===== config.mk =====
export PLATFORM = sky130hd
export DESIGN_NAME = video_top
export DESIGN_NICKNAME = d
export VERILOG_FILES = /design/src/design/video_pkg.sv /design/src/design/framebuffer.sv /design/src/design/line_buffer.sv /design/src/design/scan_doubler.sv /design/src/design/vga_refresh.sv /design/src/design/video_top.sv
export VERILOG_INCLUDE_DIRS = /design/src /design/src/include
export SDC_FILE = /design/constraint.sdc
export NUM_CORES = 2
export LEC_CHECK = 0
export BUFFER_PORTS_ARGS = -buffer_cell sky130_fd_sc_hd__buf_4
export CORE_MARGIN = 4
export CORE_UTILIZATION = 35
export DETAILED_ROUTE_END_ITERATION = 10
export GPL_ROUTABILITY_DRIVEN = 0
export HOLD_SLACK_MARGIN = 0.08
export PLACE_DENSITY = 0.5
export SYNTH_ARGS = -nofsm -noshare
export SYNTH_HDL_FRONTEND = slang
export SYNTH_HIERARCHICAL = 1
export SYNTH_SLANG_ARGS = --single-unit

===== constraint.sdc =====
create_clock -name clk24 -period 3.1 [get_ports clk24]
set_input_delay 0.775 -clock clk24 [delete_from_list [all_inputs] [get_ports clk24]]
set_output_delay 0.775 -clock clk24 [all_outputs]
set_load 0.02 [all_outputs]

===== src/include/video_consts.svh =====
// video timing constants
// line, frame, window and SRAM address map for the scan doubled VGA block
`ifndef VIDEO_CONSTS_SVH
`define VIDEO_CONSTS_SVH

// ------------------------------
// horizontal, in 24 MHz clocks
// ------------------------------
// one full VGA line
`define H_TOTAL      768
// hsync is low for the first clocks of a line
`define H_SYNC       64
// border window, end is exclusive
`define H_WIN_START  64
`define H_WIN_END    704
// pixel 0 starts here, each pixel lasts two clocks
`define H_ACT_START  128
`define LINE_PIXELS  256
`define H_ACT_END    (`H_ACT_START + 2 * `LINE_PIXELS)

// ------------------------------
// vertical, in framebuffer rows
// ------------------------------
// every row is shown on two VGA lines
`define V_ROWS       312
`define V_SYNC_ROWS  3
`define V_WIN_START  8
`define V_WIN_END    304
`define V_ACT_START  40
`define V_ACT_END    (`V_ACT_START + `LINE_PIXELS)

// plane p lives at address bits 15:13 = PLANE_BASE + p
`define PLANE_BASE   3'b100

`endif


===== src/design/video_pkg.sv =====
// video types
// colour, timing and line store write types shared by the video block

package video_pkg;

	// palette index as stored in the line store
	typedef logic [3:0] color_idx_t;

	// real colour from the palette RAM, goes straight to the DAC
	typedef logic [7:0] rgb_t;

	// ------------------------------
	// timing bundle from vga_refresh
	// ------------------------------
	typedef struct packed {
		logic       hsync;
		logic       vsync;
		// inside the border window
		logic       in_window;
		// inside the 256x256 picture
		logic       in_active;
		// row outside the active rows
		logic       retrace;
		// pixel column, only meaningful while in_active
		logic [7:0] pixel_x;
		// one clock at the start of a row pair
		logic       row_start;
		// picks the line store bank being shown
		logic       row_parity;
	} video_timing_t;

	// idle value, syncs inactive and retrace up
	localparam video_timing_t TIMING_IDLE = '{
		hsync: 1'b1, vsync: 1'b1, in_window: 1'b0, in_active: 1'b0,
		retrace: 1'b1, pixel_x: 8'd0, row_start: 1'b0, row_parity: 1'b0};

	// one index write from the fetcher into a line store bank
	typedef struct packed {
		logic       we;
		logic       bank;
		logic [7:0] addr;
		color_idx_t data;
	} lb_write_t;

endpackage


===== src/design/framebuffer.sv =====
// framebuffer fetcher
// Reads four bit planes per 8-pixel column from the SRAM in video slices
// and unpacks them into 4-bit palette indices for the line store.

`include "video_consts.svh"

module framebuffer import video_pkg::*; (
	input  logic        clk24,
	input  logic        rst,
	input  logic        row_start,
	input  logic [8:0]  fb_row,
	input  logic [7:0]  scroll,
	input  logic        video_slice,
	input  logic [7:0]  sram_dq,
	output logic [15:0] sram_addr,
	output lb_write_t   lb_wr
);

	typedef enum logic [1:0] {S_IDLE, S_FETCH, S_UNPACK} fetch_state_t;

	fetch_state_t    state;
	logic [4:0]      col;
	logic [1:0]      plane;
	logic [2:0]      pix;
	// active line being fetched, scroll already applied
	logic [7:0]      line;
	logic            bank;
	// byte k holds plane k, shifted left while unpacking
	logic [3:0][7:0] plane_bytes;
	logic [8:0]      next_row;
	logic            next_active;

	// the fetch always works one row ahead of the display
	assign next_row    = fb_row + 9'd1;
	assign next_active = (next_row >= 9'(`V_ACT_START)) && (next_row < 9'(`V_ACT_END));

	// ------------------------------
	// control
	// ------------------------------
	always_ff @(posedge clk24) begin
		if (rst) begin
			state <= S_IDLE;
			col   <= '0;
			plane <= '0;
			pix   <= '0;
		end else begin
			case (state)
				S_IDLE: begin
					if (row_start && next_active) begin
						state <= S_FETCH;
						col   <= '0;
						plane <= '0;
					end
				end
				S_FETCH: begin
					// stall here until memory gives us a slice
					if (video_slice) begin
						plane <= plane + 2'd1;
						if (plane == 2'd3) begin
							state <= S_UNPACK;
							pix   <= '0;
						end
					end
				end
				S_UNPACK: begin
					pix <= pix + 3'd1;
					if (pix == 3'd7) begin
						// column 31 closes the row
						if (col == 5'd31) begin
							state <= S_IDLE;
						end else begin
							col   <= col + 5'd1;
							state <= S_FETCH;
						end
					end
				end
				default: state <= S_IDLE;
			endcase
		end
	end

	// ------------------------------
	// payload
	// ------------------------------
	always_ff @(posedge clk24) begin
		if (state == S_IDLE && row_start) begin
			line <= next_row[7:0] - 8'(`V_ACT_START) + scroll;
			bank <= next_row[0];
		end
		if (state == S_FETCH && video_slice)
			plane_bytes <= {sram_dq, plane_bytes[3:1]};
		if (state == S_UNPACK) begin
			for (int k = 0; k < 4; k++)
				plane_bytes[k] <= {plane_bytes[k][6:0], 1'b0};
		end
	end

	// plane number rides on top of the base, column in the middle
	assign sram_addr = (state == S_FETCH) ?
		{`PLANE_BASE + {1'b0, plane}, col, line} : 16'd0;

	// msb of every plane byte is the leftmost pixel
	always_comb begin
		lb_wr.we   = (state == S_UNPACK);
		lb_wr.bank = bank;
		lb_wr.addr = {col, pix};
		for (int k = 0; k < 4; k++)
			lb_wr.data[k] = plane_bytes[k][7];
	end

	// a row must be complete before the refresh asks for the next one
	a_fetch_done: assert property (@(posedge clk24) disable iff (rst)
		row_start |-> (state == S_IDLE))
		else $error("fetch still busy at row_start");

endmodule


===== src/design/line_buffer.sv =====
// line store bank
// One row of palette indices with a write port from the fetcher and a
// registered read port for the display side.

module line_buffer import video_pkg::*; #(
	parameter int DEPTH = 256
) (
	input  logic       clk24,
	input  logic       we,
	input  logic [7:0] waddr,
	input  logic [7:0] raddr,
	input  color_idx_t wdata,
	output color_idx_t rdata
);

	// ------------------------------
	// storage
	// ------------------------------
	// one index per pixel column
	color_idx_t mem [DEPTH];

	// write side
	// fed from the unpacker at one pixel per clock
	always_ff @(posedge clk24) begin
		if (we)
			mem[waddr] <= wdata;
	end

	// ------------------------------
	// read side
	// ------------------------------
	// one clock of latency
	// the scan doubler delays timing to match
	always_ff @(posedge clk24) begin
		rdata <= mem[raddr];
	end

endmodule


===== src/design/scan_doubler.sv =====
// scan doubler
// Two line store banks in ping-pong. One is filled by the fetcher while
// the other is shown on both VGA lines of a row. Picks border or picture.

`include "video_consts.svh"

module scan_doubler import video_pkg::*; (
	input  logic          clk24,
	input  logic          rst,
	input  video_timing_t timing,
	input  lb_write_t     lb_wr,
	input  color_idx_t    border_idx,
	output video_timing_t timing_out,
	output color_idx_t    coloridx
);

	// read data of both banks
	color_idx_t rd [2];

	// ------------------------------
	// banks
	// ------------------------------
	for (genvar b = 0; b < 2; b++) begin : g_bank
		line_buffer #(
			.DEPTH(`LINE_PIXELS)
		) u_bank (
			.clk24(clk24),
			// write lands only in the bank the fetcher names
			.we(lb_wr.we && (lb_wr.bank == 1'(b))),
			.waddr(lb_wr.addr),
			.raddr(timing.pixel_x),
			.wdata(lb_wr.data),
			.rdata(rd[b])
		);
	end

	// timing follows the read by one clock
	always_ff @(posedge clk24) begin
		if (rst)
			timing_out <= TIMING_IDLE;
		else
			timing_out <= timing;
	end

	// picture inside active, border in the rest of the window
	// black elsewhere
	always_comb begin
		if (timing_out.in_active)
			coloridx = rd[timing_out.row_parity];
		else if (timing_out.in_window)
			coloridx = border_idx;
		else
			coloridx = '0;
	end

	// fetcher must stay off the bank on screen
	a_bank_split: assert property (@(posedge clk24) disable iff (rst)
		(lb_wr.we && timing.in_active) |-> (lb_wr.bank != timing.row_parity))
		else $error("line store write hit the displayed bank");

endmodule


===== src/design/vga_refresh.sv =====
// VGA refresh generator
// 768 clocks per line, 624 lines per frame, every framebuffer row doubled.
// Derives syncs, border and picture windows and the row strobe,
// and latches the scroll register once per frame.

`include "video_consts.svh"

module vga_refresh import video_pkg::*; (
	input  logic          clk24,
	input  logic          rst,
	input  logic [7:0]    video_scroll_reg,
	output video_timing_t timing,
	output logic [8:0]    fb_row,
	output logic [7:0]    scroll
);

	logic [9:0]    hcount;
	// VGA line within the frame
	logic [9:0]    vline;
	logic [8:0]    row;
	// clocks since the first pixel
	logic [9:0]    hx;
	logic          hwin;
	logic          vwin;
	logic          hact;
	logic          vact;
	video_timing_t timing_d;

	// two VGA lines per framebuffer row
	assign row = vline[9:1];
	assign hx  = hcount - 10'(`H_ACT_START);

	// ------------------------------
	// counters
	// ------------------------------
	always_ff @(posedge clk24) begin
		if (rst) begin
			hcount <= '0;
			vline  <= '0;
		end else if (hcount == 10'(`H_TOTAL - 1)) begin
			hcount <= '0;
			// frame wraps after the last line of the last row
			if (vline == 10'(2 * `V_ROWS - 1))
				vline <= '0;
			else
				vline <= vline + 10'd1;
		end else begin
			hcount <= hcount + 10'd1;
		end
	end

	// ------------------------------
	// windows and strobes
	// ------------------------------
	always_comb begin
		hwin = (hcount >= 10'(`H_WIN_START)) && (hcount < 10'(`H_WIN_END));
		vwin = (row >= 9'(`V_WIN_START)) && (row < 9'(`V_WIN_END));
		hact = (hcount >= 10'(`H_ACT_START)) && (hcount < 10'(`H_ACT_END));
		vact = (row >= 9'(`V_ACT_START)) && (row < 9'(`V_ACT_END));

		timing_d.hsync      = (hcount >= 10'(`H_SYNC));
		timing_d.vsync      = (row >= 9'(`V_SYNC_ROWS));
		timing_d.in_window  = hwin && vwin;
		timing_d.in_active  = hact && vact;
		timing_d.retrace    = !vact;
		timing_d.pixel_x    = hx[8:1];
		// only the even line of a pair starts a fetch
		timing_d.row_start  = (hcount == 10'd0) && !vline[0];
		timing_d.row_parity = row[0];
	end

	// everything leaves one clock after the counters
	always_ff @(posedge clk24) begin
		if (rst) begin
			timing <= TIMING_IDLE;
			fb_row <= '0;
		end else begin
			timing <= timing_d;
			fb_row <= row;
		end
	end

	// scroll is taken at the top of the frame and held until the next one
	always_ff @(posedge clk24) begin
		if (rst)
			scroll <= '0;
		else if (hcount == 10'd0 && vline == 10'd0)
			scroll <= video_scroll_reg;
	end

	// line counter never runs past the end of a line
	a_hcount_range: assert property (@(posedge clk24) disable iff (rst)
		hcount < 10'(`H_TOTAL))
		else $error("hcount reached H_TOTAL");

endmodule


===== src/design/video_top.sv =====
// video block top
// VGA refresh, framebuffer fetch and scan doubler. The palette RAM is
// outside. coloridx addresses it and realcolor_in comes back from it.

module video_top import video_pkg::*; (
	input  logic        clk24,
	input  logic        rst,
	input  logic        video_slice,
	input  logic [7:0]  video_scroll_reg,
	input  color_idx_t  border_idx,
	input  logic [7:0]  sram_dq,
	output logic [15:0] sram_addr,
	output logic        hsync,
	output logic        vsync,
	output logic        retrace,
	output color_idx_t  coloridx,
	input  rgb_t        realcolor_in,
	output rgb_t        realcolor_out
);

	video_timing_t timing;
	video_timing_t timing_out;
	logic [8:0]    fb_row;
	logic [7:0]    scroll;
	lb_write_t     lb_wr;

	// ------------------------------
	// frame timing
	// ------------------------------
	vga_refresh u_refresh (
		.clk24(clk24),
		.rst(rst),
		.video_scroll_reg(video_scroll_reg),
		.timing(timing),
		.fb_row(fb_row),
		.scroll(scroll)
	);

	// SRAM to line store
	framebuffer u_fetch (
		.clk24(clk24),
		.rst(rst),
		.row_start(timing.row_start),
		.fb_row(fb_row),
		.scroll(scroll),
		.video_slice(video_slice),
		.sram_dq(sram_dq),
		.sram_addr(sram_addr),
		.lb_wr(lb_wr)
	);

	scan_doubler u_doubler (
		.clk24(clk24),
		.rst(rst),
		.timing(timing),
		.lb_wr(lb_wr),
		.border_idx(border_idx),
		.timing_out(timing_out),
		.coloridx(coloridx)
	);

	// ------------------------------
	// outputs
	// ------------------------------
	// all outputs share the same two clock delay
	assign hsync   = timing_out.hsync;
	assign vsync   = timing_out.vsync;
	assign retrace = timing_out.retrace;

	// palette answers combinationally so its colour lines up with coloridx
	assign realcolor_out = timing_out.in_window ? realcolor_in : '0;

endmodule


==> results.sh <==
export IMPL_drive_above_1_share_pct=24.34
export IMPL_switching_share_pct=19.78
export IMPL_ctsLongestPathBuffers=3
export IMPL_grt_pass1_vias=45574
export IMPL_core_um2=245900
export IMPL_hold_start="sram_dq[0]"
export IMPL_seq_power_share_pct=53.5
export IMPL_relSlewSlack_pct=24.64
export IMPL_drv_slew=0
export IMPL_clk_pin_slew_ns=0.06
export IMPL_syn_area_per_cell_um2=18.82
export IMPL_die_h_um=505.1
export IMPL_grt_antenna_before_repair=7
export IMPL_cp_max_fo=40
export IMPL_io_pins=62
export IMPL_final_core_util_pct=40.62
export IMPL_initial_core_util_pct=35.17
export IMPL_p_leak_nw=22.32
export IMPL_port_buffers=61
export IMPL_arrival_ns=3.70
export IMPL_hold_ws_ns=0.1927
export IMPL_cts_tree="built"
export IMPL_path_class="reg -> reg"
export IMPL_dp_cells=7897
export IMPL_worstSkewPairLatency_ns=0.86
export IMPL_cp_end_kind="register"
export IMPL_grt_setup_unrepaired="false"
export IMPL_area_growth_pct=15.50
export IMPL_power_switching_mw=11.71
export IMPL_dieArea_um2=255200
export IMPL_cts_sinks=2166
export IMPL_grt_overflow=0
export IMPL_grt_pass1_wl_mm=323.2
export IMPL_max_stage_delay_ns=0.96
export IMPL_ant_nets=0
export IMPL_nNetsFinal=4958
export IMPL_syn_nets=4654
export IMPL_p_int_mw=47.46
export IMPL_postRouteWirelength_mm=221.4
export IMPL_syn_area_um2=86500
export IMPL_outcome="finished, final reports clean"
export IMPL_track_usage_pct=17.14
export IMPL_cp_cell_sequence="buf_12 > buf_4 > a211oi_1 > a2111oi_0 > nor4_2 > o211ai_1"
export IMPL_root_buffer="clkbuf_16"
export IMPL_drt_initial_drc_count=4289
export IMPL_rows=182
export IMPL_finClkSkew_ns=0.02930
export IMPL_setup_violations=0
export IMPL_hold_viol=0
export IMPL_place_ws_ns=-0.3028
export IMPL_layout_setup_ws_ns=0.1655
export IMPL_period_share_pct=94.66
export IMPL_cp_start_kind="register"
export IMPL_place_area_um2=92590
export IMPL_ir_drop_mv=0.4875
export IMPL_critPathSlowestCell="a2111oi_0"
export IMPL_timing_rr_start="u_refresh/timing[5]"
export IMPL_crit_start="u_refresh/timing[5]"
export IMPL_dr_pass1_iters=8
export IMPL_wl_per_cell_um=26.63
export IMPL_tns_ns=0
export IMPL_final_seq_area_um2=64250
export IMPL_drc=0
export IMPL_final_cell_area_um2=99910
export IMPL_hpwl_mm=142.6
export IMPL_period_needed_ns=2.935
export IMPL_hold_class="in -> reg"
export IMPL_synthesis_instances=4597
export IMPL_multi_input_area_um2=20710
export IMPL_p_total_mw=59.17
export IMPL_tightest_slew_ns=1.102
export IMPL_maxClockFrequency_mhz=340.8
export IMPL_worstPathRequired_ns=3.87
export IMPL_p_per_area_nw_per_um2=592.2
export IMPL_cts_hold_buffers_added=0
export IMPL_htreeDepth=4
export IMPL_viasPerCell=5.344
export IMPL_grt_max_degree=177
export IMPL_cap_violations=0
export IMPL_yosysWarnings=6
export IMPL_p_clk_share_pct=44.7
export IMPL_die_width_um=505.1
export IMPL_vias=44426
export IMPL_cts_buffers=218
export IMPL_combPwrFrac_pct=1.8
export IMPL_fin_cells=8313
export IMPL_fill_cells=21978
registers in the layout, summed over array words and instances, names as in the netlist, 3 cells and up:
register                       cells
u_doubler/g_bank.u_bank/mem     2048
u_fetch/line                       8
u_refresh/scroll                   8
u_fetch/lb_wr                      4
u_fetch/col                        5
u_fetch/pix                        3
u_doubler/g_bank.u_bank/rdata      8
u_doubler/timing_out               6
u_refresh/fb_row                   9
u_fetch/plane_bytes               28
u_refresh/vline                   10
u_refresh/hcount                  10
u_refresh/timing                  14
cell usage in the layout (no fill, tap or decap), drive strengths merged, types with 8 or more instances in the layout:
master / instances
ha: 25
xor2: 13
dfxtp: 81
o22ai: 20
mux2i: 135
clkinv: 85
a22oi: 66
nor2b: 70
buf: 370
mux2: 16
a211oi: 19
o221ai: 16
a31oi: 15
a22o: 31
bufinv: 25
a2111oi: 15
a21oi: 51
o21ai: 46
or2: 8
inv: 28
nor2: 584
clkinvlp: 15
nand3: 98
mux4: 500
a221oi: 16
clkbuf: 274
and2: 35
or3: 11
nor4: 15
nand4: 35
o211ai: 26
xnor2: 16
nand2b: 30
edfxtp: 2085
nand2: 134
nor3: 18
what timing repair did:
action,4_1_cts,5_1_grt
gates resized for setup,3,10
pin swaps,1,1
setup buffers,3,0
cloned,0,1
setup endpoints to repair,4,4
critical path: cells and delay by family (launching register included):
family / cells / cell delay, ns
buffers and inverters: 2 / 0.56
AO/OA/AOI/OAI: 3 / 1.27
flip-flops: 1 / 0.74
AND/OR/NAND/NOR: 1 / 0.24
per-layer routing:
metal  part of all wire, %  global-route usage (%)  up-vias  wire length [µm]
li1                      -                       -    19160                 -
met1                    44                   24.52    23558             97560
met2                    47                   26.84     1405            104000
met3                   6.6                   3.406      303             14640
met4                   2.4                   4.575        0              5221
met5                     0                       0        -                 0
power by group through the flow:
stage               Clock, mW  Combinational (mW)  Sequential [mW]
floorplan                   0               0.774             32.2
global placement            0                1.08             32.3
detailed placement          0                1.08             32.3
CTS                      27.1                1.10             31.7
global route             28.4                1.17             31.6
finish                   26.4                1.08             31.7
final cells by class:
type	instances	area share, %
sequential	2166	64.31
multi-input combinational	2123	20.73
clock buffer	273	5.832
tap	3220	4.033
timing repair buffer	371	3.652
clock inverter	132	1.343
inverter	21	0.07890
antenna	7	0.01753
final timing paths:
kind / to / cells past startpoint / slack [ns]
worst max register to register: u_doubler/g_bank[0].u_bank/rdata[3] / 6 / 0.17
worst min-delay path: u_fetch/plane_bytes[24] / 3 / 0.19
worst max-delay path: u_doubler/g_bank[0].u_bank/rdata[3] / 6 / 0.17
worst min register to register: u_doubler/timing_out[14] / 1 / 0.41
No activity file was read; power rests on OpenSTA's default activity.
